[src/logic/gpio_bus_config.svh]
////////////////////////////////////////
// GPIO bus slave configuration
// Address map, bus widths and wait-state counts
// shared by the package and the RTL blocks
////////////////////////////////////////
`ifndef GPIO_BUS_CONFIG_SVH
`define GPIO_BUS_CONFIG_SVH

////////////////////////////////////////
// Address map

// First GPO word, GPI window follows it
`define GPIO_BASE_ADDR  32'h0100_0000
`define GPIO_WORDS      8              // Words per window
`define GPI_OFFSET      32'h0000_0020  // Byte offset of GPI window from base

////////////////////////////////////////
// Bus widths

`define GPIO_DATA_WIDTH 32  // One bus word
`define GPIO_ADDR_WIDTH 32  // Byte address

////////////////////////////////////////
// Wait states

// Cycles spent waiting before ready is raised
`define WRITE_WAIT      2
`define READ_WAIT       3
`define WAIT_CNT_WIDTH  2   // Wide enough for the larger wait count

`endif

[src/logic/gpio_bus_pkg.sv]
////////////////////////////////////////
// GPIO bus types
// Bus address and data words, window index,
// address region and whole GPIO vectors
////////////////////////////////////////
`include "gpio_bus_config.svh"

package gpio_bus_pkg;

	////////////////////////////////////////
	// Bus side

	typedef logic [`GPIO_ADDR_WIDTH-1:0] addr_t;  // Byte address
	typedef logic [`GPIO_DATA_WIDTH-1:0] data_t;  // Bus word

	// Wait-state counter
	typedef logic [`WAIT_CNT_WIDTH-1:0] wait_cnt_t;

	////////////////////////////////////////
	// Address decode

	// Word position inside one window
	typedef logic [$clog2(`GPIO_WORDS)-1:0] word_idx_t;

	// Which window an access hits
	typedef enum logic [1:0] {
		REGION_GPO  = 2'd0,  // Read/write output words
		REGION_GPI  = 2'd1,  // Read-only input words
		REGION_NONE = 2'd2   // Unmapped or misaligned
	} region_t;

	////////////////////////////////////////
	// GPIO side

	// All words of one window, word 0 in the low bits
	typedef logic [`GPIO_WORDS*`GPIO_DATA_WIDTH-1:0] gpio_vec_t;

	typedef logic [`GPIO_WORDS-1:0] word_mask_t;  // One bit per word

endpackage : gpio_bus_pkg

[src/logic/bus_wait_ctrl.sv]
////////////////////////////////////////
// Bus request decoder and wait-state control
// Classifies the address, counts wait cycles
// and raises ready, error and the commit strobes
////////////////////////////////////////
`timescale 1ns/1ps
`include "gpio_bus_config.svh"

module bus_wait_ctrl (
	input  logic                    BUS,        // Bus clock
	input  logic                    rst_n,      // Async reset, active low
	input  logic                    valid,      // Request pending
	input  logic                    rnw,        // 1 read, 0 write
	input  gpio_bus_pkg::addr_t     addr,       // Byte address
	output logic                    ready,      // One cycle per transaction
	output logic                    error,      // Qualified by ready
	output logic                    wr_commit,  // Legal write finishing now
	output logic                    rd_commit,  // Legal read finishing now
	output gpio_bus_pkg::region_t   region,     // Decoded window
	output gpio_bus_pkg::word_idx_t word_idx    // Word inside the window
);

	////////////////////////////////////////
	// Constants

	// Last count value for each access type
	localparam gpio_bus_pkg::wait_cnt_t WR_LAST = gpio_bus_pkg::wait_cnt_t'(`WRITE_WAIT);
	localparam gpio_bus_pkg::wait_cnt_t RD_LAST = gpio_bus_pkg::wait_cnt_t'(`READ_WAIT);

	// Window size in bytes
	localparam gpio_bus_pkg::addr_t WIN_BYTES = gpio_bus_pkg::addr_t'(`GPIO_WORDS * 4);
	localparam gpio_bus_pkg::addr_t GPI_START = `GPI_OFFSET;
	localparam gpio_bus_pkg::addr_t GPI_END   = `GPI_OFFSET + WIN_BYTES;

	localparam int IDX_W = $bits(gpio_bus_pkg::word_idx_t);

	////////////////////////////////////////
	// Address decode

	gpio_bus_pkg::addr_t     offset;    // Distance from the base address
	gpio_bus_pkg::addr_t     rel;       // Offset inside the hit window
	logic                    aligned;
	logic                    in_gpo;
	logic                    in_gpi;

	// Below the base wraps to a huge offset and misses both windows
	assign offset  = addr - `GPIO_BASE_ADDR;
	assign aligned = (addr[1:0] == 2'b00);  // Word accesses only
	assign in_gpo  = (offset < WIN_BYTES);
	assign in_gpi  = (offset >= GPI_START) && (offset < GPI_END);

	always_comb begin
		rel = offset;
		if (!aligned) begin
			region = gpio_bus_pkg::REGION_NONE;
		end else if (in_gpo) begin
			region = gpio_bus_pkg::REGION_GPO;
		end else if (in_gpi) begin
			region = gpio_bus_pkg::REGION_GPI;
			rel    = offset - GPI_START;  // Rebase onto the GPI window
		end else begin
			region = gpio_bus_pkg::REGION_NONE;
		end
	end

	assign word_idx = rel[IDX_W+1:2];  // Drop the byte lane bits

	////////////////////////////////////////
	// Wait-state counter

	gpio_bus_pkg::wait_cnt_t cnt;       // Wait cycles seen so far
	gpio_bus_pkg::wait_cnt_t last;      // Count at which the access ends
	logic                    done;      // Transaction completes at this edge
	logic                    legal;     // Access allowed for this region

	assign last = rnw ? RD_LAST : WR_LAST;

	// Nothing new starts while ready is still up
	assign done = valid && !ready && (cnt == last);

	// GPO is read/write, GPI is read only
	assign legal = (region == gpio_bus_pkg::REGION_GPO) ||
	               ((region == gpio_bus_pkg::REGION_GPI) && rnw);

	always_ff @(posedge BUS or negedge rst_n) begin
		if (!rst_n) begin
			cnt <= '0;
		end else if (!valid || ready) begin
			cnt <= '0;  // Idle or handshake cycle
		end else if (cnt == last) begin
			cnt <= '0;  // Access finishing
		end else begin
			cnt <= cnt + 1'b1;
		end
	end

	////////////////////////////////////////
	// Response

	always_ff @(posedge BUS or negedge rst_n) begin
		if (!rst_n) begin
			ready <= 1'b0;
			error <= 1'b0;
		end else begin
			ready <= done;           // Single-cycle pulse
			error <= done && !legal; // Illegal accesses still complete
		end
	end

	// Commits land on the same edge that raises ready
	assign wr_commit = done && legal && !rnw;
	assign rd_commit = done && legal && rnw;

endmodule : bus_wait_ctrl

[src/logic/gpio_bus_slave.sv]
////////////////////////////////////////
// GPIO bus slave
// Memory-mapped GPO and GPI words with
// wait states on a valid/ready request bus
////////////////////////////////////////
`timescale 1ns/1ps

module gpio_bus_slave (
	input  logic                     BUS,         // Bus clock
	input  logic                     rst_n,       // Async reset, active low
	// Request side
	input  logic                     valid,
	input  logic                     rnw,         // 1 read, 0 write
	input  gpio_bus_pkg::addr_t      addr,
	input  gpio_bus_pkg::data_t      write_data,
	// Response side
	output logic                     ready,
	output logic                     error,
	output gpio_bus_pkg::data_t      read_data,
	// GPIO side
	input  gpio_bus_pkg::gpio_vec_t  gpi,
	output gpio_bus_pkg::gpio_vec_t  gpo,
	output gpio_bus_pkg::word_mask_t gpo_valid
);

	////////////////////////////////////////
	// Internal wiring

	logic                    wr_commit;  // Controller to register bank
	logic                    rd_commit;  // Controller to read path
	gpio_bus_pkg::region_t   region;
	gpio_bus_pkg::word_idx_t word_idx;

	// Decode, wait states and handshake
	bus_wait_ctrl bus_wait_ctrl_inst (
		.BUS       (BUS),
		.rst_n     (rst_n),
		.valid     (valid),
		.rnw       (rnw),
		.addr      (addr),
		.ready     (ready),
		.error     (error),
		.wr_commit (wr_commit),
		.rd_commit (rd_commit),
		.region    (region),
		.word_idx  (word_idx)
	);

	// Output words and strobes
	gpo_reg_bank gpo_reg_bank_inst (
		.BUS        (BUS),
		.rst_n      (rst_n),
		.wr_commit  (wr_commit),
		.word_idx   (word_idx),
		.write_data (write_data),
		.gpo        (gpo),
		.gpo_valid  (gpo_valid)
	);

	// Read mux and data register
	gpio_read_path gpio_read_path_inst (
		.BUS       (BUS),
		.rst_n     (rst_n),
		.rd_commit (rd_commit),
		.region    (region),
		.word_idx  (word_idx),
		.gpo       (gpo),        // Reads see the live register field
		.gpi       (gpi),
		.read_data (read_data)
	);

endmodule : gpio_bus_slave

[src/logic/gpio_read_path.sv]
////////////////////////////////////////
// GPIO read path
// Picks a GPO or GPI word and registers it
// onto read_data when a read completes
////////////////////////////////////////
`timescale 1ns/1ps
`include "gpio_bus_config.svh"

module gpio_read_path (
	input  logic                    BUS,        // Bus clock
	input  logic                    rst_n,      // Async reset, active low
	input  logic                    rd_commit,  // Legal read completes
	input  gpio_bus_pkg::region_t   region,     // GPO or GPI window
	input  gpio_bus_pkg::word_idx_t word_idx,   // Word in that window
	input  gpio_bus_pkg::gpio_vec_t gpo,        // Output register field
	input  gpio_bus_pkg::gpio_vec_t gpi,        // External inputs
	output gpio_bus_pkg::data_t     read_data   // Valid with ready
);

	localparam int W = `GPIO_DATA_WIDTH;

	////////////////////////////////////////
	// Word select

	gpio_bus_pkg::gpio_vec_t src;       // Window chosen by region
	gpio_bus_pkg::data_t     sel_word;  // Indexed word of that window

	// Only GPO and GPI ever commit, so GPI is the one special case
	assign src = (region == gpio_bus_pkg::REGION_GPI) ? gpi : gpo;

	always_comb begin
		sel_word = src[word_idx*W +: W];
	end

	////////////////////////////////////////
	// Read data register

	// gpi is sampled here and nowhere else
	always_ff @(posedge BUS or negedge rst_n) begin
		if (!rst_n) begin
			read_data <= '0;
		end else if (rd_commit) begin
			read_data <= sel_word;
		end
	end

endmodule : gpio_read_path

[src/logic/gpo_reg_bank.sv]
////////////////////////////////////////
// GPO register bank
// Eight output words written from the bus,
// each with a one-cycle update strobe
////////////////////////////////////////
`timescale 1ns/1ps
`include "gpio_bus_config.svh"

module gpo_reg_bank (
	input  logic                    BUS,         // Bus clock
	input  logic                    rst_n,       // Async reset, active low
	input  logic                    wr_commit,   // Legal write completes
	input  gpio_bus_pkg::word_idx_t word_idx,    // Target word
	input  gpio_bus_pkg::data_t     write_data,  // New word value
	output gpio_bus_pkg::gpio_vec_t gpo,         // All output words
	output gpio_bus_pkg::word_mask_t gpo_valid   // Per-word update strobe
);

	localparam int W = `GPIO_DATA_WIDTH;

	////////////////////////////////////////
	// Word select

	gpio_bus_pkg::word_mask_t word_sel;  // One-hot write enable

	always_comb begin
		word_sel = '0;
		if (wr_commit) begin
			word_sel[word_idx] = 1'b1;
		end
	end

	////////////////////////////////////////
	// Output words

	// One register per word, loaded only when selected
	for (genvar i = 0; i < `GPIO_WORDS; i++) begin : g_word
		always_ff @(posedge BUS or negedge rst_n) begin
			if (!rst_n) begin
				gpo[i*W +: W] <= '0;
			end else if (word_sel[i]) begin
				gpo[i*W +: W] <= write_data;
			end
		end
	end

	////////////////////////////////////////
	// Update strobes

	// High for the cycle after the write edge, i.e. with ready
	always_ff @(posedge BUS or negedge rst_n) begin
		if (!rst_n) begin
			gpo_valid <= '0;
		end else begin
			gpo_valid <= word_sel;  // Cleared again next cycle
		end
	end

endmodule : gpo_reg_bank

[config.mk]
export PLATFORM = sky130hd
export DESIGN_NAME = gpio_bus_slave
export DESIGN_NICKNAME = d
export VERILOG_FILES = /design/src/logic/gpio_bus_pkg.sv /design/src/logic/bus_wait_ctrl.sv /design/src/logic/gpio_bus_slave.sv /design/src/logic/gpio_read_path.sv /design/src/logic/gpo_reg_bank.sv
export VERILOG_INCLUDE_DIRS = /design/src /design/src/logic
export SDC_FILE = /design/constraint.sdc
export NUM_CORES = 1
export LEC_CHECK = 0
export ABC_AREA = 1
export BUFFER_PORTS_ARGS = -buffer_cell sky130_fd_sc_hd__buf_2
export CAP_MARGIN = 20
export CORE_AREA = 2 2 241 243
export DETAILED_ROUTE_END_ITERATION = 8
export DIE_AREA = 0 0 243 245
export HOLD_SLACK_MARGIN = 0.05
export PLACE_DENSITY = 0.53
export SLEW_MARGIN = 10
export SYNTH_ARGS = -nofsm -noshare
export SYNTH_HDL_FRONTEND = slang
export SYNTH_SLANG_ARGS = --single-unit
[constraint.sdc]
create_clock -name BUS -period 2 [get_ports BUS]
set_input_delay 0.1 -clock BUS [delete_from_list [all_inputs] [get_ports BUS]]
set_output_delay 0.1 -clock BUS [all_outputs]
set_load 0.03 [all_outputs]
==> results by group <==
Outcome
  – Status: finished, final reports clean

Clock network
  – Clock Tree Buf Depth: 3
  – CTS H-Tree Depth: 2
  – Worst skew pair latency: roughly 0.54 ns
  – Clk sinks: 300
  – CTS tree: built
  – Clock-pin slew on the worst setup and hold paths: roughly 0.060 ns
  – CTS Buf Count: 36
  – Clock Root Buffer: clkbuf_16

Place
  – Post-DP HPWL: between 60000 and 70000 µm
  – Buffers on Ports: around 620
  – Placed instance count: around 4200
  – Pre-CTS WS: -0.490 ns
  – GP Congestion: roughly 0.88

Routing
  – DRC viols: 0
  – Antenna Violating Nets Remaining: 0
  – 1st-iter DRT viols: around 1900
  – Final WL: between 80000 and 90000 µm
  – Vias per inst: approximately 4.8
  – Drt wl/cell: between 15 and 20 µm
  – Via count: roughly 21000
  – First drt pass iteration count: 6

Global route
  – Tot GR Track Use: about a quarter
  – Largest net degree at the start of global routing: 74
  – First-pass GRT wire length: 122000 µm
  – Grt ovf: 0
  – Vias in the first global route: 19700
  – Top Usage Layer GRT: met2
  – GR Util met1: ~35%
  – Met3 Use GR: 3.83%
  – Met2 Use GR: approximately 45%
  – Initial antenna violation count: 1

Job
  – Max-cap violations: 0

Setup path
  – Largest stage delay on the critical path: 0.39 ns
  – Buf/Inv on CP: 5
  – Cells along the critical path: inv_2 -> a21oi_2 -> inv_2 -> a21oi_2 -> nand2_2 -> inv_2 -> nand3_4 -> nor2_4 -> buf_12 -> nand2_8 -> clkbuf_16 -> nand2_1 -> nand2_1
  – WP data arrival: between 2 and 2.5 ns
  – Required @ worst endpoint: 2.42 ns
  – Type of origin of the critical path: flip-flop
  – Slowest cell on the critical path: dfrtp_1
  – CP Class: reg -> reg
  – CP top delay family: buffers and inverters
  – Crit path top cell by count: inv_2
  – CP max FO: 8
  – Crit path capture type: flip-flop

Finish
  – Most common cell after layout, fill and taps aside: nand2_1
  – Final nets: ~3900
  – Fillers: between 6000 and 7000
  – Most frequent cells in the layout: nand2_1, buf_2, nand3_1
  – Fraction of layout cells with a size suffix above 1: between 20% and 30%
  – Multi-input logic area: slightly below 9000 µm²
  – Storage cell area: ~7500 µm²
  – Area growth from synthesis to layout: 39.2%
  – Post-route insts no fill: around 4400

Pwr
  – Clock share of power: between 40% and 50%
  – Switching share of power: 24.9%
  – VDD IR max: between 0.4 and 0.5 mV
  – Power Internal: between 10 and 15 mW
  – Comb pwr share: 9.4%
  – Power per cell area: between 500 and 600 nW/µm²
  – Total leakage power: roughly 16 nW
  – Sequential Power Share: roughly 44%
  – P_sw: 3.46 mW

Logic synthesis
  – Synth Cell Area: ~19000 µm²
  – Distinct cells, synth: 26
  – Synth Warn #: 0
  – Post-Syn Instances: approximately 2900
  – #FFs+latches synth: 300
  – Synthesized net count: ~3200
  – Syn Area/Cell: approximately 6.4 µm²
  – Post-synthesis sequential area ratio: between 40% and 50%

Floorplan
  – Chip Height: 245 µm
  – Row Count: approximately 90
  – Core Footprint: approximately 57000 µm²
  – Initial core utilization: 32.7%
  – Top-Level Pins: roughly 620
  – Die width: between 200 and 250 µm
  – Die area: just under 60000 µm²

STA
  – Setup ws final: approximately 0.1 ns
  – Clk_skew: approximately 0.015 ns
  – Hold Slack: between 0.07 and 0.08 ns
  – Setup violators final: 0
  – Tcrit/Tclk final: between 90% and 100%
  – Worst slew margin: about three fifths
  – Max Slew Vio Count: 0
  – Actual slew at the worst max-slew pin: between 0.5 and 0.6 ns
  – Hold Vio Cnt, Final: 0
  – Fmax: between 500 and 600 MHz
  – Tmin final: 1.90 ns

Worst hold path
  – Worst min path class: in -> reg
==> cells in the mapped netlist <==
master	n	area share (%)
nand2_1	1173	24
a21oi_1	3	0.080
buf_2	61	1.6
buf_4	30	1.2
nand2_2	2	0.067
clkbuf_1	91	1.8
nand3_2	2	0.11
inv_1	354	7.1
buf_1	5	0.10
nor2_2	2	0.067
a21o_1	1	0.040
or2_2	44	1.5
or2_1	1	0.034
dfrtp_1	300	40
nor2_4	2	0.12
inv_2	3	0.060
nor3_4	1	0.087
nand3_1	593	16
buf_6	1	0.060
xnor2_1	1	0.047
or2_0	17	0.57
a21boi_0	1	0.040
nor2_1	151	3.0
o21bai_1	35	1.4
clkbuf_2	32	0.86
ha_1	3	0.20
==> routing by layer <==
layer,wire length [µm],part of all wire [%]
met1,36900,43
met2,40600,47
met3,5930,6.9
met4,2310,2.7
met5,0,0
==> sequential cells by signal, indices dropped and copies added, names as in the netlist <==
name	cells
bus_wait_ctrl_inst.error	1
gpo_reg_bank_inst.gpo_valid	8
bus_wait_ctrl_inst.ready	1
gpio_read_path_inst.read_data	32
gpo_reg_bank_inst.gpo	256
bus_wait_ctrl_inst.cnt	2
==> cell type report <==
| cell class | instances | area share, % |
|---|---|---|
| Antenna cell | 2 | 0.0193 |
| Clock buffer | 46 | 3.81 |
| Clock inverter | 14 | 0.593 |
| Inverter | 357 | 5.19 |
| Multi-Input combinational cell | 2032 | 34.3 |
| Sequential cell | 300 | 28.9 |
| Tap cell | 765 | 3.69 |
| Timing Repair Buffer | 868 | 23.4 |
==> per-stage QoR <==
step	util [%]	area (µm²)	setup TNS (ns)	power, mW
final	45.5	26000	0	13.9
after global routing	45.5	26000	-0.417	14.4
after CTS	44.6	25500	0	14.0
after detailed placement	41.5	23700	-124.54	7.39
after global placement	41.5	23700	-114.41	7.39
after floorplan	-	18700	0	6.63
==> worst register-to-register path: stages (launching register included) <==
cell and delay, ns:
dfrtp_1 0.39, inv_2 0.05, a21oi_2 0.12, inv_2 0.05
a21oi_2 0.11, nand2_2 0.10, inv_2 0.10, nand3_4 0.09
nor2_4 0.16, buf_12 0.18, nand2_8 0.10, clkbuf_16 0.21
nand2_1 0.07, nand2_1 0.05
==> cell families after synthesis <==
group	share of synthesized area, %
simple gates	45.1
buf+inv	12.9
flops	40.2
compound gates	1.57
fa+ha+maj	0.201
xor+xnor	0.0470
==> worst paths after layout <==
kind	cells after the start	end	slack [ns]	from
max reg2reg	13	gpo_reg_bank_inst.gpo[196]$_DFFE_PN0P_	0.10	bus_wait_ctrl_inst.cnt[0]$_DFF_PN0_
min reg2reg	1	bus_wait_ctrl_inst.cnt[0]$_DFF_PN0_	0.49	bus_wait_ctrl_inst.cnt[0]$_DFF_PN0_
min in group asynchronous	3	gpo_reg_bank_inst.gpo[172]$_DFFE_PN0P_	0.17	rst_n
min	7	gpio_read_path_inst.read_data[7]$_DFFE_PN0P_	0.08	gpi[199]
max	13	gpo_reg_bank_inst.gpo[196]$_DFFE_PN0P_	0.10	bus_wait_ctrl_inst.cnt[0]$_DFF_PN0_
max in group asynchronous	3	gpio_read_path_inst.read_data[9]$_DFFE_PN0P_	0.86	rst_n
==> timing repair <==
item,CTS,global route
endpoints found under the setup margin,12,290
pin swaps,0,3
buffers inserted,0,3
hold endpoints to repair,575,0
hold buffers,63,0
resized for setup,3,31
cloned,0,13
==> power by group through the flow <==
| stage | Clock (mW) | Combinational, mW | Sequential, mW |
|---|---|---|---|
| floorplan | 0 | 0.416 | 6.21 |
| global placement | 0 | 1.19 | 6.20 |
| detailed placement | 0 | 1.19 | 6.20 |
| CTS | 6.64 | 1.30 | 6.09 |
| global route | 6.87 | 1.42 | 6.09 |
| finish | 6.52 | 1.31 | 6.09 |
Note: power is estimated with default switching activity, not from simulation.
